[src/pmp_pkg.sv]
// ----------------------------------------------------------------------
// PMP shared definitions
// Widths, counts and the enums for entry mode, access type and privilege
// ----------------------------------------------------------------------
package pmp_pkg;

  // --------------------------------------------------------------------
  // Sizes
  // --------------------------------------------------------------------

  // Physical byte address of a request
  localparam int ADDR_W = 34;

  // Stored entry address holds byte address bits 33 to 2
  // Granule is fixed at 4 bytes, so NA4 is a legal mode
  localparam int PMPADDR_W = 32;

  // Entry count and index width
  localparam int NUM_REGIONS = 4;
  localparam int REGION_IDX_W = 2;

  // Checking channels, instruction fetch and data access
  localparam int NUM_CHAN = 2;

  // Width of one encoded entry mode
  localparam int MODE_W = 2;

  // --------------------------------------------------------------------
  // Encodings
  // --------------------------------------------------------------------

  // Address matching mode of an entry, RISC-V A field encoding
  typedef enum logic [MODE_W-1:0] {
    PMP_MODE_OFF   = 2'b00,
    PMP_MODE_TOR   = 2'b01,
    PMP_MODE_NA4   = 2'b10,
    PMP_MODE_NAPOT = 2'b11
  } pmp_mode_e;

  // Kind of access being checked
  typedef enum logic [1:0] {
    PMP_ACC_READ  = 2'b00,
    PMP_ACC_WRITE = 2'b01,
    PMP_ACC_EXEC  = 2'b10
  } pmp_acc_e;

  // Privilege level of the requester
  // Value 2 is reserved, as in the ISA
  typedef enum logic [1:0] {
    PRIV_LVL_U = 2'b00,
    PRIV_LVL_S = 2'b01,
    PRIV_LVL_M = 2'b11
  } priv_lvl_e;

endpackage

[src/pmp_addr_match.sv]
// ----------------------------------------------------------------------
// PMP address matcher
// Matches one request word address against every entry by its mode
// ----------------------------------------------------------------------
`timescale 1ns/1ns

module pmp_addr_match (
  input  logic [pmp_pkg::ADDR_W-1:0]                          req_addr_i,
  input  logic [pmp_pkg::NUM_REGIONS*pmp_pkg::MODE_W-1:0]     cfg_mode_i,
  input  logic [pmp_pkg::NUM_REGIONS*pmp_pkg::PMPADDR_W-1:0]  cfg_addr_i,
  output logic [pmp_pkg::NUM_REGIONS-1:0]                     match_o
);

  // Request word address, byte offset dropped
  logic [pmp_pkg::PMPADDR_W-1:0]    req_word;

  // Per-entry unpacked view of the configuration
  pmp_pkg::pmp_mode_e               entry_mode [pmp_pkg::NUM_REGIONS];
  logic [pmp_pkg::PMPADDR_W-1:0]    entry_addr [pmp_pkg::NUM_REGIONS];

  // TOR lower bound and NAPOT compare mask per entry
  logic [pmp_pkg::PMPADDR_W-1:0]    start_addr [pmp_pkg::NUM_REGIONS];
  logic [pmp_pkg::PMPADDR_W-1:0]    napot_mask [pmp_pkg::NUM_REGIONS];

  // Per-mode compare results
  logic [pmp_pkg::NUM_REGIONS-1:0]  tor_hit;
  logic [pmp_pkg::NUM_REGIONS-1:0]  na4_hit;
  logic [pmp_pkg::NUM_REGIONS-1:0]  napot_hit;

  assign req_word = req_addr_i[pmp_pkg::ADDR_W-1:2];

  for (genvar r = 0; r < pmp_pkg::NUM_REGIONS; r++) begin : g_region

    // ------------------------------------------------------------------
    // Region bounds
    // ------------------------------------------------------------------

    assign entry_mode[r] =
        pmp_pkg::pmp_mode_e'(cfg_mode_i[r*pmp_pkg::MODE_W +: pmp_pkg::MODE_W]);
    assign entry_addr[r] = cfg_addr_i[r*pmp_pkg::PMPADDR_W +: pmp_pkg::PMPADDR_W];

    // Entry 0 starts its TOR range at zero
    if (r == 0) begin : g_first
      assign start_addr[r] = '0;
    end else begin : g_other
      assign start_addr[r] = entry_addr[r-1];
    end

    // Adding one flips the trailing ones and the zero above them
    // XOR marks bits 0..k, so the mask keeps only bits above k
    // All ones address gives an empty mask and matches everything
    assign napot_mask[r] = ~(entry_addr[r] ^ (entry_addr[r] + 1'b1));

    // ------------------------------------------------------------------
    // Compare
    // ------------------------------------------------------------------

    // Half-open range, start inclusive and top exclusive
    assign tor_hit[r]   = (req_word >= start_addr[r]) && (req_word < entry_addr[r]);
    assign na4_hit[r]   = (req_word == entry_addr[r]);
    assign napot_hit[r] = ((req_word & napot_mask[r]) == (entry_addr[r] & napot_mask[r]));

    // Mode picks which compare counts, OFF never matches
    assign match_o[r] =
        (entry_mode[r] == pmp_pkg::PMP_MODE_TOR)   ? tor_hit[r]   :
        (entry_mode[r] == pmp_pkg::PMP_MODE_NA4)   ? na4_hit[r]   :
        (entry_mode[r] == pmp_pkg::PMP_MODE_NAPOT) ? napot_hit[r] :
                                                     1'b0;
  end

endmodule

[src/pmp_entry_regs.sv]
// ----------------------------------------------------------------------
// PMP entry register file
// Holds all entries and applies the lock rules to software writes
// ----------------------------------------------------------------------
`timescale 1ns/1ns

module pmp_entry_regs (
  input  logic                                                clk_i,
  input  logic                                                rst_n_i,
  // Entry write port, always accepted
  input  logic                                                wr_en_i,
  input  logic [pmp_pkg::REGION_IDX_W-1:0]                    wr_idx_i,
  input  pmp_pkg::pmp_mode_e                                  wr_mode_i,
  input  logic                                                wr_read_i,
  input  logic                                                wr_write_i,
  input  logic                                                wr_exec_i,
  input  logic                                                wr_lock_i,
  input  logic [pmp_pkg::PMPADDR_W-1:0]                       wr_addr_i,
  // Flat per-region configuration, region 0 in the low bits
  output logic [pmp_pkg::NUM_REGIONS*pmp_pkg::MODE_W-1:0]     cfg_mode_o,
  output logic [pmp_pkg::NUM_REGIONS-1:0]                     cfg_read_o,
  output logic [pmp_pkg::NUM_REGIONS-1:0]                     cfg_write_o,
  output logic [pmp_pkg::NUM_REGIONS-1:0]                     cfg_exec_o,
  output logic [pmp_pkg::NUM_REGIONS-1:0]                     cfg_lock_o,
  output logic [pmp_pkg::NUM_REGIONS*pmp_pkg::PMPADDR_W-1:0]  cfg_addr_o
);

  // Entry state
  pmp_pkg::pmp_mode_e                 mode_q  [pmp_pkg::NUM_REGIONS];
  logic [pmp_pkg::PMPADDR_W-1:0]      addr_q  [pmp_pkg::NUM_REGIONS];
  logic [pmp_pkg::NUM_REGIONS-1:0]    read_q;
  logic [pmp_pkg::NUM_REGIONS-1:0]    write_q;
  logic [pmp_pkg::NUM_REGIONS-1:0]    exec_q;
  logic [pmp_pkg::NUM_REGIONS-1:0]    lock_q;

  // Address of an entry frozen by a locked TOR entry above it
  logic [pmp_pkg::NUM_REGIONS-1:0]    addr_prot;

  for (genvar r = 0; r < pmp_pkg::NUM_REGIONS; r++) begin : g_region
    // Next entry uses this address as its TOR base
    if (r < pmp_pkg::NUM_REGIONS - 1) begin : g_prot
      assign addr_prot[r] = lock_q[r+1] & (mode_q[r+1] == pmp_pkg::PMP_MODE_TOR);
    end else begin : g_last
      assign addr_prot[r] = 1'b0;
    end

    // Flatten for the checking channels
    assign cfg_mode_o[r*pmp_pkg::MODE_W +: pmp_pkg::MODE_W]       = mode_q[r];
    assign cfg_addr_o[r*pmp_pkg::PMPADDR_W +: pmp_pkg::PMPADDR_W] = addr_q[r];
  end

  assign cfg_read_o  = read_q;
  assign cfg_write_o = write_q;
  assign cfg_exec_o  = exec_q;
  assign cfg_lock_o  = lock_q;

  // --------------------------------------------------------------------
  // Write commit
  // --------------------------------------------------------------------

  // A locked entry ignores the whole write; lock only clears on reset
  always_ff @(posedge clk_i or negedge rst_n_i) begin
    if (!rst_n_i) begin
      for (int r = 0; r < pmp_pkg::NUM_REGIONS; r++) begin
        mode_q[r] <= pmp_pkg::PMP_MODE_OFF;
        addr_q[r] <= '0;
      end
      read_q  <= '0;
      write_q <= '0;
      exec_q  <= '0;
      lock_q  <= '0;
    end else if (wr_en_i && !lock_q[wr_idx_i]) begin
      mode_q[wr_idx_i]  <= wr_mode_i;
      read_q[wr_idx_i]  <= wr_read_i;
      write_q[wr_idx_i] <= wr_write_i;
      exec_q[wr_idx_i]  <= wr_exec_i;
      lock_q[wr_idx_i]  <= wr_lock_i;
      // Config still updates when only the address is protected
      if (!addr_prot[wr_idx_i]) begin
        addr_q[wr_idx_i] <= wr_addr_i;
      end
    end
  end

endmodule

[src/pmp_fault_resolve.sv]
// ----------------------------------------------------------------------
// PMP fault resolver
// Picks the deciding entry and holds the answer in a response register
// ----------------------------------------------------------------------
`timescale 1ns/1ns

module pmp_fault_resolve (
  input  logic                                clk_i,
  input  logic                                rst_n_i,
  // Request side
  input  logic                                req_valid_i,
  output logic                                req_ready_o,
  // Matcher and evaluator results
  input  logic [pmp_pkg::NUM_REGIONS-1:0]     match_i,
  input  logic [pmp_pkg::NUM_REGIONS-1:0]     allow_i,
  input  logic                                default_allow_i,
  // Response side
  output logic                                rsp_valid_o,
  input  logic                                rsp_ready_i,
  output logic                                rsp_err_o,
  output logic                                rsp_hit_o,
  output logic [pmp_pkg::REGION_IDX_W-1:0]    rsp_idx_o
);

  // Combinational verdict
  logic                               hit;
  logic [pmp_pkg::REGION_IDX_W-1:0]   idx;
  logic                               err;

  // Handshake
  logic                               req_take;
  logic                               rsp_valid_q;

  // Response payload
  logic                               err_q;
  logic                               hit_q;
  logic [pmp_pkg::REGION_IDX_W-1:0]   idx_q;

  // --------------------------------------------------------------------
  // Priority select
  // --------------------------------------------------------------------

  // Scan from the top so the lowest matching entry wins
  always_comb begin
    hit = 1'b0;
    idx = '0;
    for (int r = pmp_pkg::NUM_REGIONS - 1; r >= 0; r--) begin
      if (match_i[r]) begin
        hit = 1'b1;
        idx = pmp_pkg::REGION_IDX_W'(r);
      end
    end
  end

  assign err = hit ? ~allow_i[idx] : ~default_allow_i;

  // --------------------------------------------------------------------
  // Response register
  // --------------------------------------------------------------------

  // Free when empty or emptied this cycle
  assign req_ready_o = ~rsp_valid_q | rsp_ready_i;
  assign req_take    = req_valid_i & req_ready_o;

  always_ff @(posedge clk_i or negedge rst_n_i) begin
    if (!rst_n_i) begin
      rsp_valid_q <= 1'b0;
    end else if (req_take) begin
      rsp_valid_q <= 1'b1;
    end else if (rsp_ready_i) begin
      rsp_valid_q <= 1'b0;
    end
  end

  // Payload only moves on a new request, so a stalled answer holds
  always_ff @(posedge clk_i) begin
    if (req_take) begin
      err_q <= err;
      hit_q <= hit;
      idx_q <= idx;
    end
  end

  assign rsp_valid_o = rsp_valid_q;
  assign rsp_err_o   = err_q;
  assign rsp_hit_o   = hit_q;
  assign rsp_idx_o   = idx_q;

endmodule

[src/pmp_perm_eval.sv]
// ----------------------------------------------------------------------
// PMP permission evaluator
// Per-entry verdict for the request type, privilege and lock bits
// ----------------------------------------------------------------------
`timescale 1ns/1ns

module pmp_perm_eval (
  input  pmp_pkg::pmp_acc_e                 req_type_i,
  input  pmp_pkg::priv_lvl_e                req_priv_i,
  input  logic [pmp_pkg::NUM_REGIONS-1:0]   cfg_read_i,
  input  logic [pmp_pkg::NUM_REGIONS-1:0]   cfg_write_i,
  input  logic [pmp_pkg::NUM_REGIONS-1:0]   cfg_exec_i,
  input  logic [pmp_pkg::NUM_REGIONS-1:0]   cfg_lock_i,
  output logic [pmp_pkg::NUM_REGIONS-1:0]   allow_o,
  output logic                              default_allow_o
);

  // Permission bit for the requested access, one per entry
  logic [pmp_pkg::NUM_REGIONS-1:0]  perm_sel;
  logic                             is_m;

  assign is_m = (req_priv_i == pmp_pkg::PRIV_LVL_M);

  // Unused access encoding grants nothing
  always_comb begin
    case (req_type_i)
      pmp_pkg::PMP_ACC_READ:  perm_sel = cfg_read_i;
      pmp_pkg::PMP_ACC_WRITE: perm_sel = cfg_write_i;
      pmp_pkg::PMP_ACC_EXEC:  perm_sel = cfg_exec_i;
      default:                perm_sel = '0;
    endcase
  end

  // M-mode passes any unlocked entry
  // Locked entries and lower levels need the permission bit
  assign allow_o = perm_sel | ({pmp_pkg::NUM_REGIONS{is_m}} & ~cfg_lock_i);

  // No matching entry, only M-mode gets through
  assign default_allow_o = is_m;

endmodule

[src/pmp_top.sv]
// ----------------------------------------------------------------------
// PMP top level
// Entry registers shared by instruction fetch and data check channels
// ----------------------------------------------------------------------
`timescale 1ns/1ns

module pmp_top (
  input  logic                               clk_i,
  input  logic                               rst_n_i,
  // Entry write port
  input  logic                               wr_en_i,
  input  logic [pmp_pkg::REGION_IDX_W-1:0]   wr_idx_i,
  input  pmp_pkg::pmp_mode_e                 wr_mode_i,
  input  logic                               wr_read_i,
  input  logic                               wr_write_i,
  input  logic                               wr_exec_i,
  input  logic                               wr_lock_i,
  input  logic [pmp_pkg::PMPADDR_W-1:0]      wr_addr_i,
  // Instruction fetch channel
  input  logic                               if_req_valid_i,
  output logic                               if_req_ready_o,
  input  logic [pmp_pkg::ADDR_W-1:0]         if_req_addr_i,
  input  pmp_pkg::pmp_acc_e                  if_req_type_i,
  input  pmp_pkg::priv_lvl_e                 if_req_priv_i,
  output logic                               if_rsp_valid_o,
  input  logic                               if_rsp_ready_i,
  output logic                               if_rsp_err_o,
  output logic                               if_rsp_hit_o,
  output logic [pmp_pkg::REGION_IDX_W-1:0]   if_rsp_idx_o,
  // Data access channel
  input  logic                               dt_req_valid_i,
  output logic                               dt_req_ready_o,
  input  logic [pmp_pkg::ADDR_W-1:0]         dt_req_addr_i,
  input  pmp_pkg::pmp_acc_e                  dt_req_type_i,
  input  pmp_pkg::priv_lvl_e                 dt_req_priv_i,
  output logic                               dt_rsp_valid_o,
  input  logic                               dt_rsp_ready_i,
  output logic                               dt_rsp_err_o,
  output logic                               dt_rsp_hit_o,
  output logic [pmp_pkg::REGION_IDX_W-1:0]   dt_rsp_idx_o
);

  // Configuration fan-out to both channels
  logic [pmp_pkg::NUM_REGIONS*pmp_pkg::MODE_W-1:0]     cfg_mode;
  logic [pmp_pkg::NUM_REGIONS-1:0]                     cfg_read;
  logic [pmp_pkg::NUM_REGIONS-1:0]                     cfg_write;
  logic [pmp_pkg::NUM_REGIONS-1:0]                     cfg_exec;
  logic [pmp_pkg::NUM_REGIONS-1:0]                     cfg_lock;
  logic [pmp_pkg::NUM_REGIONS*pmp_pkg::PMPADDR_W-1:0]  cfg_addr;

  // Per-channel results, channel 0 fetch and channel 1 data
  logic [pmp_pkg::NUM_CHAN-1:0][pmp_pkg::NUM_REGIONS-1:0]  match;
  logic [pmp_pkg::NUM_CHAN-1:0][pmp_pkg::NUM_REGIONS-1:0]  allow;
  logic [pmp_pkg::NUM_CHAN-1:0]                            default_allow;

  pmp_entry_regs u_entry_regs (
    .clk_i      (clk_i),
    .rst_n_i    (rst_n_i),
    .wr_en_i    (wr_en_i),
    .wr_idx_i   (wr_idx_i),
    .wr_mode_i  (wr_mode_i),
    .wr_read_i  (wr_read_i),
    .wr_write_i (wr_write_i),
    .wr_exec_i  (wr_exec_i),
    .wr_lock_i  (wr_lock_i),
    .wr_addr_i  (wr_addr_i),
    .cfg_mode_o (cfg_mode),
    .cfg_read_o (cfg_read),
    .cfg_write_o(cfg_write),
    .cfg_exec_o (cfg_exec),
    .cfg_lock_o (cfg_lock),
    .cfg_addr_o (cfg_addr)
  );

  // --------------------------------------------------------------------
  // Instruction fetch channel
  // --------------------------------------------------------------------

  pmp_addr_match u_if_match (
    .req_addr_i (if_req_addr_i),
    .cfg_mode_i (cfg_mode),
    .cfg_addr_i (cfg_addr),
    .match_o    (match[0])
  );

  pmp_perm_eval u_if_perm (
    .req_type_i     (if_req_type_i),
    .req_priv_i     (if_req_priv_i),
    .cfg_read_i     (cfg_read),
    .cfg_write_i    (cfg_write),
    .cfg_exec_i     (cfg_exec),
    .cfg_lock_i     (cfg_lock),
    .allow_o        (allow[0]),
    .default_allow_o(default_allow[0])
  );

  pmp_fault_resolve u_if_resolve (
    .clk_i          (clk_i),
    .rst_n_i        (rst_n_i),
    .req_valid_i    (if_req_valid_i),
    .req_ready_o    (if_req_ready_o),
    .match_i        (match[0]),
    .allow_i        (allow[0]),
    .default_allow_i(default_allow[0]),
    .rsp_valid_o    (if_rsp_valid_o),
    .rsp_ready_i    (if_rsp_ready_i),
    .rsp_err_o      (if_rsp_err_o),
    .rsp_hit_o      (if_rsp_hit_o),
    .rsp_idx_o      (if_rsp_idx_o)
  );

  // --------------------------------------------------------------------
  // Data access channel
  // --------------------------------------------------------------------

  pmp_addr_match u_dt_match (
    .req_addr_i (dt_req_addr_i),
    .cfg_mode_i (cfg_mode),
    .cfg_addr_i (cfg_addr),
    .match_o    (match[1])
  );

  pmp_perm_eval u_dt_perm (
    .req_type_i     (dt_req_type_i),
    .req_priv_i     (dt_req_priv_i),
    .cfg_read_i     (cfg_read),
    .cfg_write_i    (cfg_write),
    .cfg_exec_i     (cfg_exec),
    .cfg_lock_i     (cfg_lock),
    .allow_o        (allow[1]),
    .default_allow_o(default_allow[1])
  );

  pmp_fault_resolve u_dt_resolve (
    .clk_i          (clk_i),
    .rst_n_i        (rst_n_i),
    .req_valid_i    (dt_req_valid_i),
    .req_ready_o    (dt_req_ready_o),
    .match_i        (match[1]),
    .allow_i        (allow[1]),
    .default_allow_i(default_allow[1]),
    .rsp_valid_o    (dt_rsp_valid_o),
    .rsp_ready_i    (dt_rsp_ready_i),
    .rsp_err_o      (dt_rsp_err_o),
    .rsp_hit_o      (dt_rsp_hit_o),
    .rsp_idx_o      (dt_rsp_idx_o)
  );

endmodule

[config.mk]
export PLATFORM = sky130hd
export DESIGN_NAME = pmp_top
export DESIGN_NICKNAME = d
export VERILOG_FILES = /design/src/pmp_pkg.sv /design/src/pmp_addr_match.sv /design/src/pmp_entry_regs.sv /design/src/pmp_fault_resolve.sv /design/src/pmp_perm_eval.sv /design/src/pmp_top.sv
export SDC_FILE = /design/constraint.sdc
export NUM_CORES = 1
export LEC_CHECK = 0
export BUFFER_PORTS_ARGS = -buffer_cell sky130_fd_sc_hd__buf_2
export CORE_MARGIN = 10
export CORE_UTILIZATION = 29
export CTS_CLUSTER_SIZE = 40
export DETAILED_ROUTE_END_ITERATION = 12
export PLACE_DENSITY_LB_ADDON = 0.08
export SETUP_SLACK_MARGIN = 0.2
export SYNTH_ARGS = -nofsm -noshare
export SYNTH_HDL_FRONTEND = slang
export SYNTH_HIERARCHICAL = 1
export SYNTH_SLANG_ARGS = --single-unit
[constraint.sdc]
create_clock -name clk_i -period 3.9 [get_ports clk_i]
set_input_delay 0.78 -clock clk_i [delete_from_list [all_inputs] [get_ports clk_i]]
set_output_delay 0.78 -clock clk_i [all_outputs]
set_load 0.01 [all_outputs]
==> results.tsv <==
stage	metric	value	unit
timing	Final period util	114	%
power	Peak VDD IR	0.449	mV
synthesis	asr flop ratio synth	95.1	%
timing	post-route minimum period	4450	ps
clock_network	H-tree depth	4	
worst_setup_path	CP max FO	4	
drt	routed vias	23400	
clock_network	hold buffer count at CTS	0	
cells_and_area	fill count	8419	
cells_and_area	area grow syn2layout	33.6	%
die	die area	95100	um2
synthesis	syn avg cell area	8.74	um2
worst_setup_path	critical path launch point type	flop	
drt	# DRC	0	
drt	DRT Wirelength	115000	um
placed_design	hpwl dp	98600	um
placed_design	Final GP Congestion	0.949	
power	LEAKAGE	0.0157	uW
global_route	Global Route Usage Sum	23.9	%
global_route	grt ovf	0	
power	PwrDens	727	nW/um2
drt	ANT nets after route	0	
status	status	complete, but fails checks	
synthesis	synthesized flop and latch total	162	
synthesis	Mapped Area	24100	um2
timing	unrepaired setup endpoints after global routing	yes	
drt	DR pass1 iterations	5	
clock_network	clk buf depth	2	
global_route	met1 Track Usage GR	30.7	%
die	Ports	135	
clock_network	worst skew pair latency	520	ps
synthesis	Synthesized Nets	3388	
clock_network	CTS tree	done	
worst_setup_path	WP data required	4170	ps
die	Starting Density	29.3	%
drt	Via-to-Cell Ratio	5.03	
clock_network	Clock transition at path regs	80	ps
timing	Final setup viols	8	
worst_setup_path	reg2reg start	u_entry_regs/cfg_addr_o[64]	
clock_network	TritonCTS Buffers	17	
timing	clk_skew	15.9	ps
global_route	number of global-route vias before repair	23700	
flow_run	maxcap violations	0	
synthesis	distinct cell type count after synthesis	76	
timing	Final Hold Viols	0	
worst_setup_path	worst setup path category	reg2reg	
worst_setup_path	Worst Path Arrival	4720	ps
global_route	met2 Resource Use GR	40.8	%
synthesis	most common cell in the netlist	ha_1	
global_route	busiest grt layer	met2	
die	Die X-Extent	308	um
drt	Initial DRC Count	1392	
synthesis	Synth top area share	26.1	%
clock_network	CTS sink cnt	162	
timing	slew margin rel.	48.8	%
drt	WL per Instance	24.7	um
timing	slack of the critical path	-550	ps
synthesis	dominant synthesized flop cell	dfrtp_1	
worst_setup_path	Worst Setup End Kind	flop	
cells_and_area	Final nets	4196	
power	Power, Total	23400	uW
synthesis	largest area contributor in the netlist	ha_1	
worst_setup_path	Worst Setup SP	u_entry_regs/cfg_addr_o[64]	
hold_path	hold crit path type	in2async	
synthesis	number of flops mapped to enable cells by yosys	8	
cells_and_area	share of layout cells above drive strength 1	30.6	%
synthesis	sequential area share after synthesis	17.0	%
timing	Slew @ Worst Pin	758	ps
global_route	initial antenna violation count	6	
placed_design	I/O Buffers	130	
timing	Hold Slack	53.4	ps
die	Site Rows	105	
synthesis	Synth warnings	6	
die	Die Y	308	um
status	failing checks	setup timing	
timing	final slew viol count	0	
global_route	largest net degree at the start of global routing	90	
die	core area	82200	um2
global_route	first-pass GRT wire length	164000	um
global_route	GRT met3 Usage	2.95	%
synthesis	Syn Inst Count	2761	
synthesis	leading cell types by count after synthesis	ha_1 (504), xor2_1 (408), nand2_1 (383), inv_1 (309), dfrtp_1 (154)	
clock_network	clk root buf	clkbuf_16	
timing	fmax	0.225	GHz
synthesis	ranking of synthesized cells by area	ha_1 (26%), dfrtp_1 (16%), xor2_1 (15%), nand2_1 (6.0%), mux2_2 (5.2%)	
layout by cell type (no fill, tap or decap), types with 14 or more instances in the layout:
cell type	n
a21o_1	35
a21oi_1	80
and3_1	22
and4_1	17
buf_2	129
buf_4	652
buf_6	17
clkbuf_16	17
dfrtp_1	148
ha_1	502
inv_1	308
mux2_2	111
mux2_4	30
nand2_1	378
nand3_1	116
nand3b_1	14
nand4_1	138
nor2_1	32
nor3_1	24
nor4_1	31
o211ai_1	19
o21ai_0	14
xnor2_1	83
xor2_1	403
through the flow:
step,util (%),setup TNS [ps],worst slack (ps),cell area [um2],instances
4_1_cts,38.8,-4450,-657,31900,4629
2_1_floorplan,-,0,147,24100,2761
3_3_place_gp,37.6,-6690,-1130,30900,4582
3_5_place_dp,37.6,-6910,-1050,30900,4582
5_1_grt,39.2,-5350,-768,32200,4652
6_report,39.2,-3830,-550,32200,4653
cell families (layout without fill, tap and decap cells):
logic type | count (synthesis) | count (layout) | share of synthesized area (%)
multiplexers | 156 | 156 | 7.71
adder cells (fa/ha/maj) | 504 | 504 | 26.1
other | 0 | 1 | 0
AO/OA/AOI/OAI | 218 | 218 | 6.10
AND/OR/NAND/NOR | 891 | 891 | 19.4
flip-flops | 162 | 162 | 17.0
buffers and inverters | 338 | 1159 | 5.78
XOR/XNOR | 492 | 492 | 17.9
sequential cells by signal (all words and copies together), names as in the netlist:
name	cells
u_entry_regs/cfg_addr_o	128
u_entry_regs/cfg_mode_o	8
u_entry_regs/cfg_exec_o	4
u_entry_regs/cfg_lock_o	4
u_entry_regs/cfg_read_o	4
u_entry_regs/cfg_write_o	4
u_dt_resolve/rsp_idx_o	2
u_if_resolve/rsp_idx_o	2
u_dt_resolve/rsp_err_o	1
u_dt_resolve/rsp_hit_o	1
u_dt_resolve/rsp_valid_o	1
u_if_resolve/rsp_err_o	1
u_if_resolve/rsp_hit_o	1
u_if_resolve/rsp_valid_o	1
critical path: stages (launching register included):
cell	delay (ps)
dfrtp_2	380
and4_4	280
nand4_4	120
nor4_4	170
and3_4	260
inv_4	40
nor4_4	130
buf_6	170
inv_8	50
nor3_4	190
buf_4	150
nand4_1	90
ha_1	300
xor2_1	150
nand2_1	100
xor2_2	220
nand4_1	180
nor4_2	330
buf_4	150
nand4_1	210
o311ai_4	220
nand2_1	130
o21ai_2	90
a211oi_2	90
per-layer routing:
| layer | part of all wire (%) | up-vias |
|---|---|---|
| met2 | 48 | 477 |
| li1 | - | 11300 |
| met3 | 3.8 | 116 |
| met5 | 0 | - |
| met1 | 45 | 11500 |
| met4 | 3.4 | 0 |
cell type report:
class | count | area (um2) | area share, %
sequential | 162 | 4100 | 12.7
multi-input combinational | 2261 | 19000 | 58.9
antenna | 1 | 2.50 | 0.00776
clock buffer | 17 | 425 | 1.32
tap | 1070 | 1340 | 4.15
clock inverter | 15 | 196 | 0.609
timing repair buffer | 812 | 5990 | 18.6
inverter | 315 | 1190 | 3.70
final timing paths:
kind / cells after the start / endpoint / slack, ps
worst min register to register: 2 / u_if_resolve/rsp_valid_o / 520
worst min-delay path: 1 / u_entry_regs/cfg_addr_o[15] / 50
max in group asynchronous: 2 / u_entry_regs/cfg_addr_o[4] / 3010
worst max register to register: 23 / u_dt_resolve/rsp_err_o / -550
worst max-delay path: 23 / u_dt_resolve/rsp_err_o / -550
min in group clk_i: 2 / u_dt_resolve/rsp_valid_o / 460
repair_timing:
item                                    4_1_cts  5_1_grt
gates resized for setup                      50       43
setup buffers                                15       23
endpoints found under the setup margin        8        8
pin swaps                                    39       47
where the power goes:
part           leakage (uW)  switching, uW  internal [uW]  total (uW)
combinational        0.0135          10200           8110       18300
sequential          0.00189            791           2410        3200
clock              0.000305            946           1030        1970
total                0.0157          11900          11500       23400
Power figures use the tool's default switching activity.
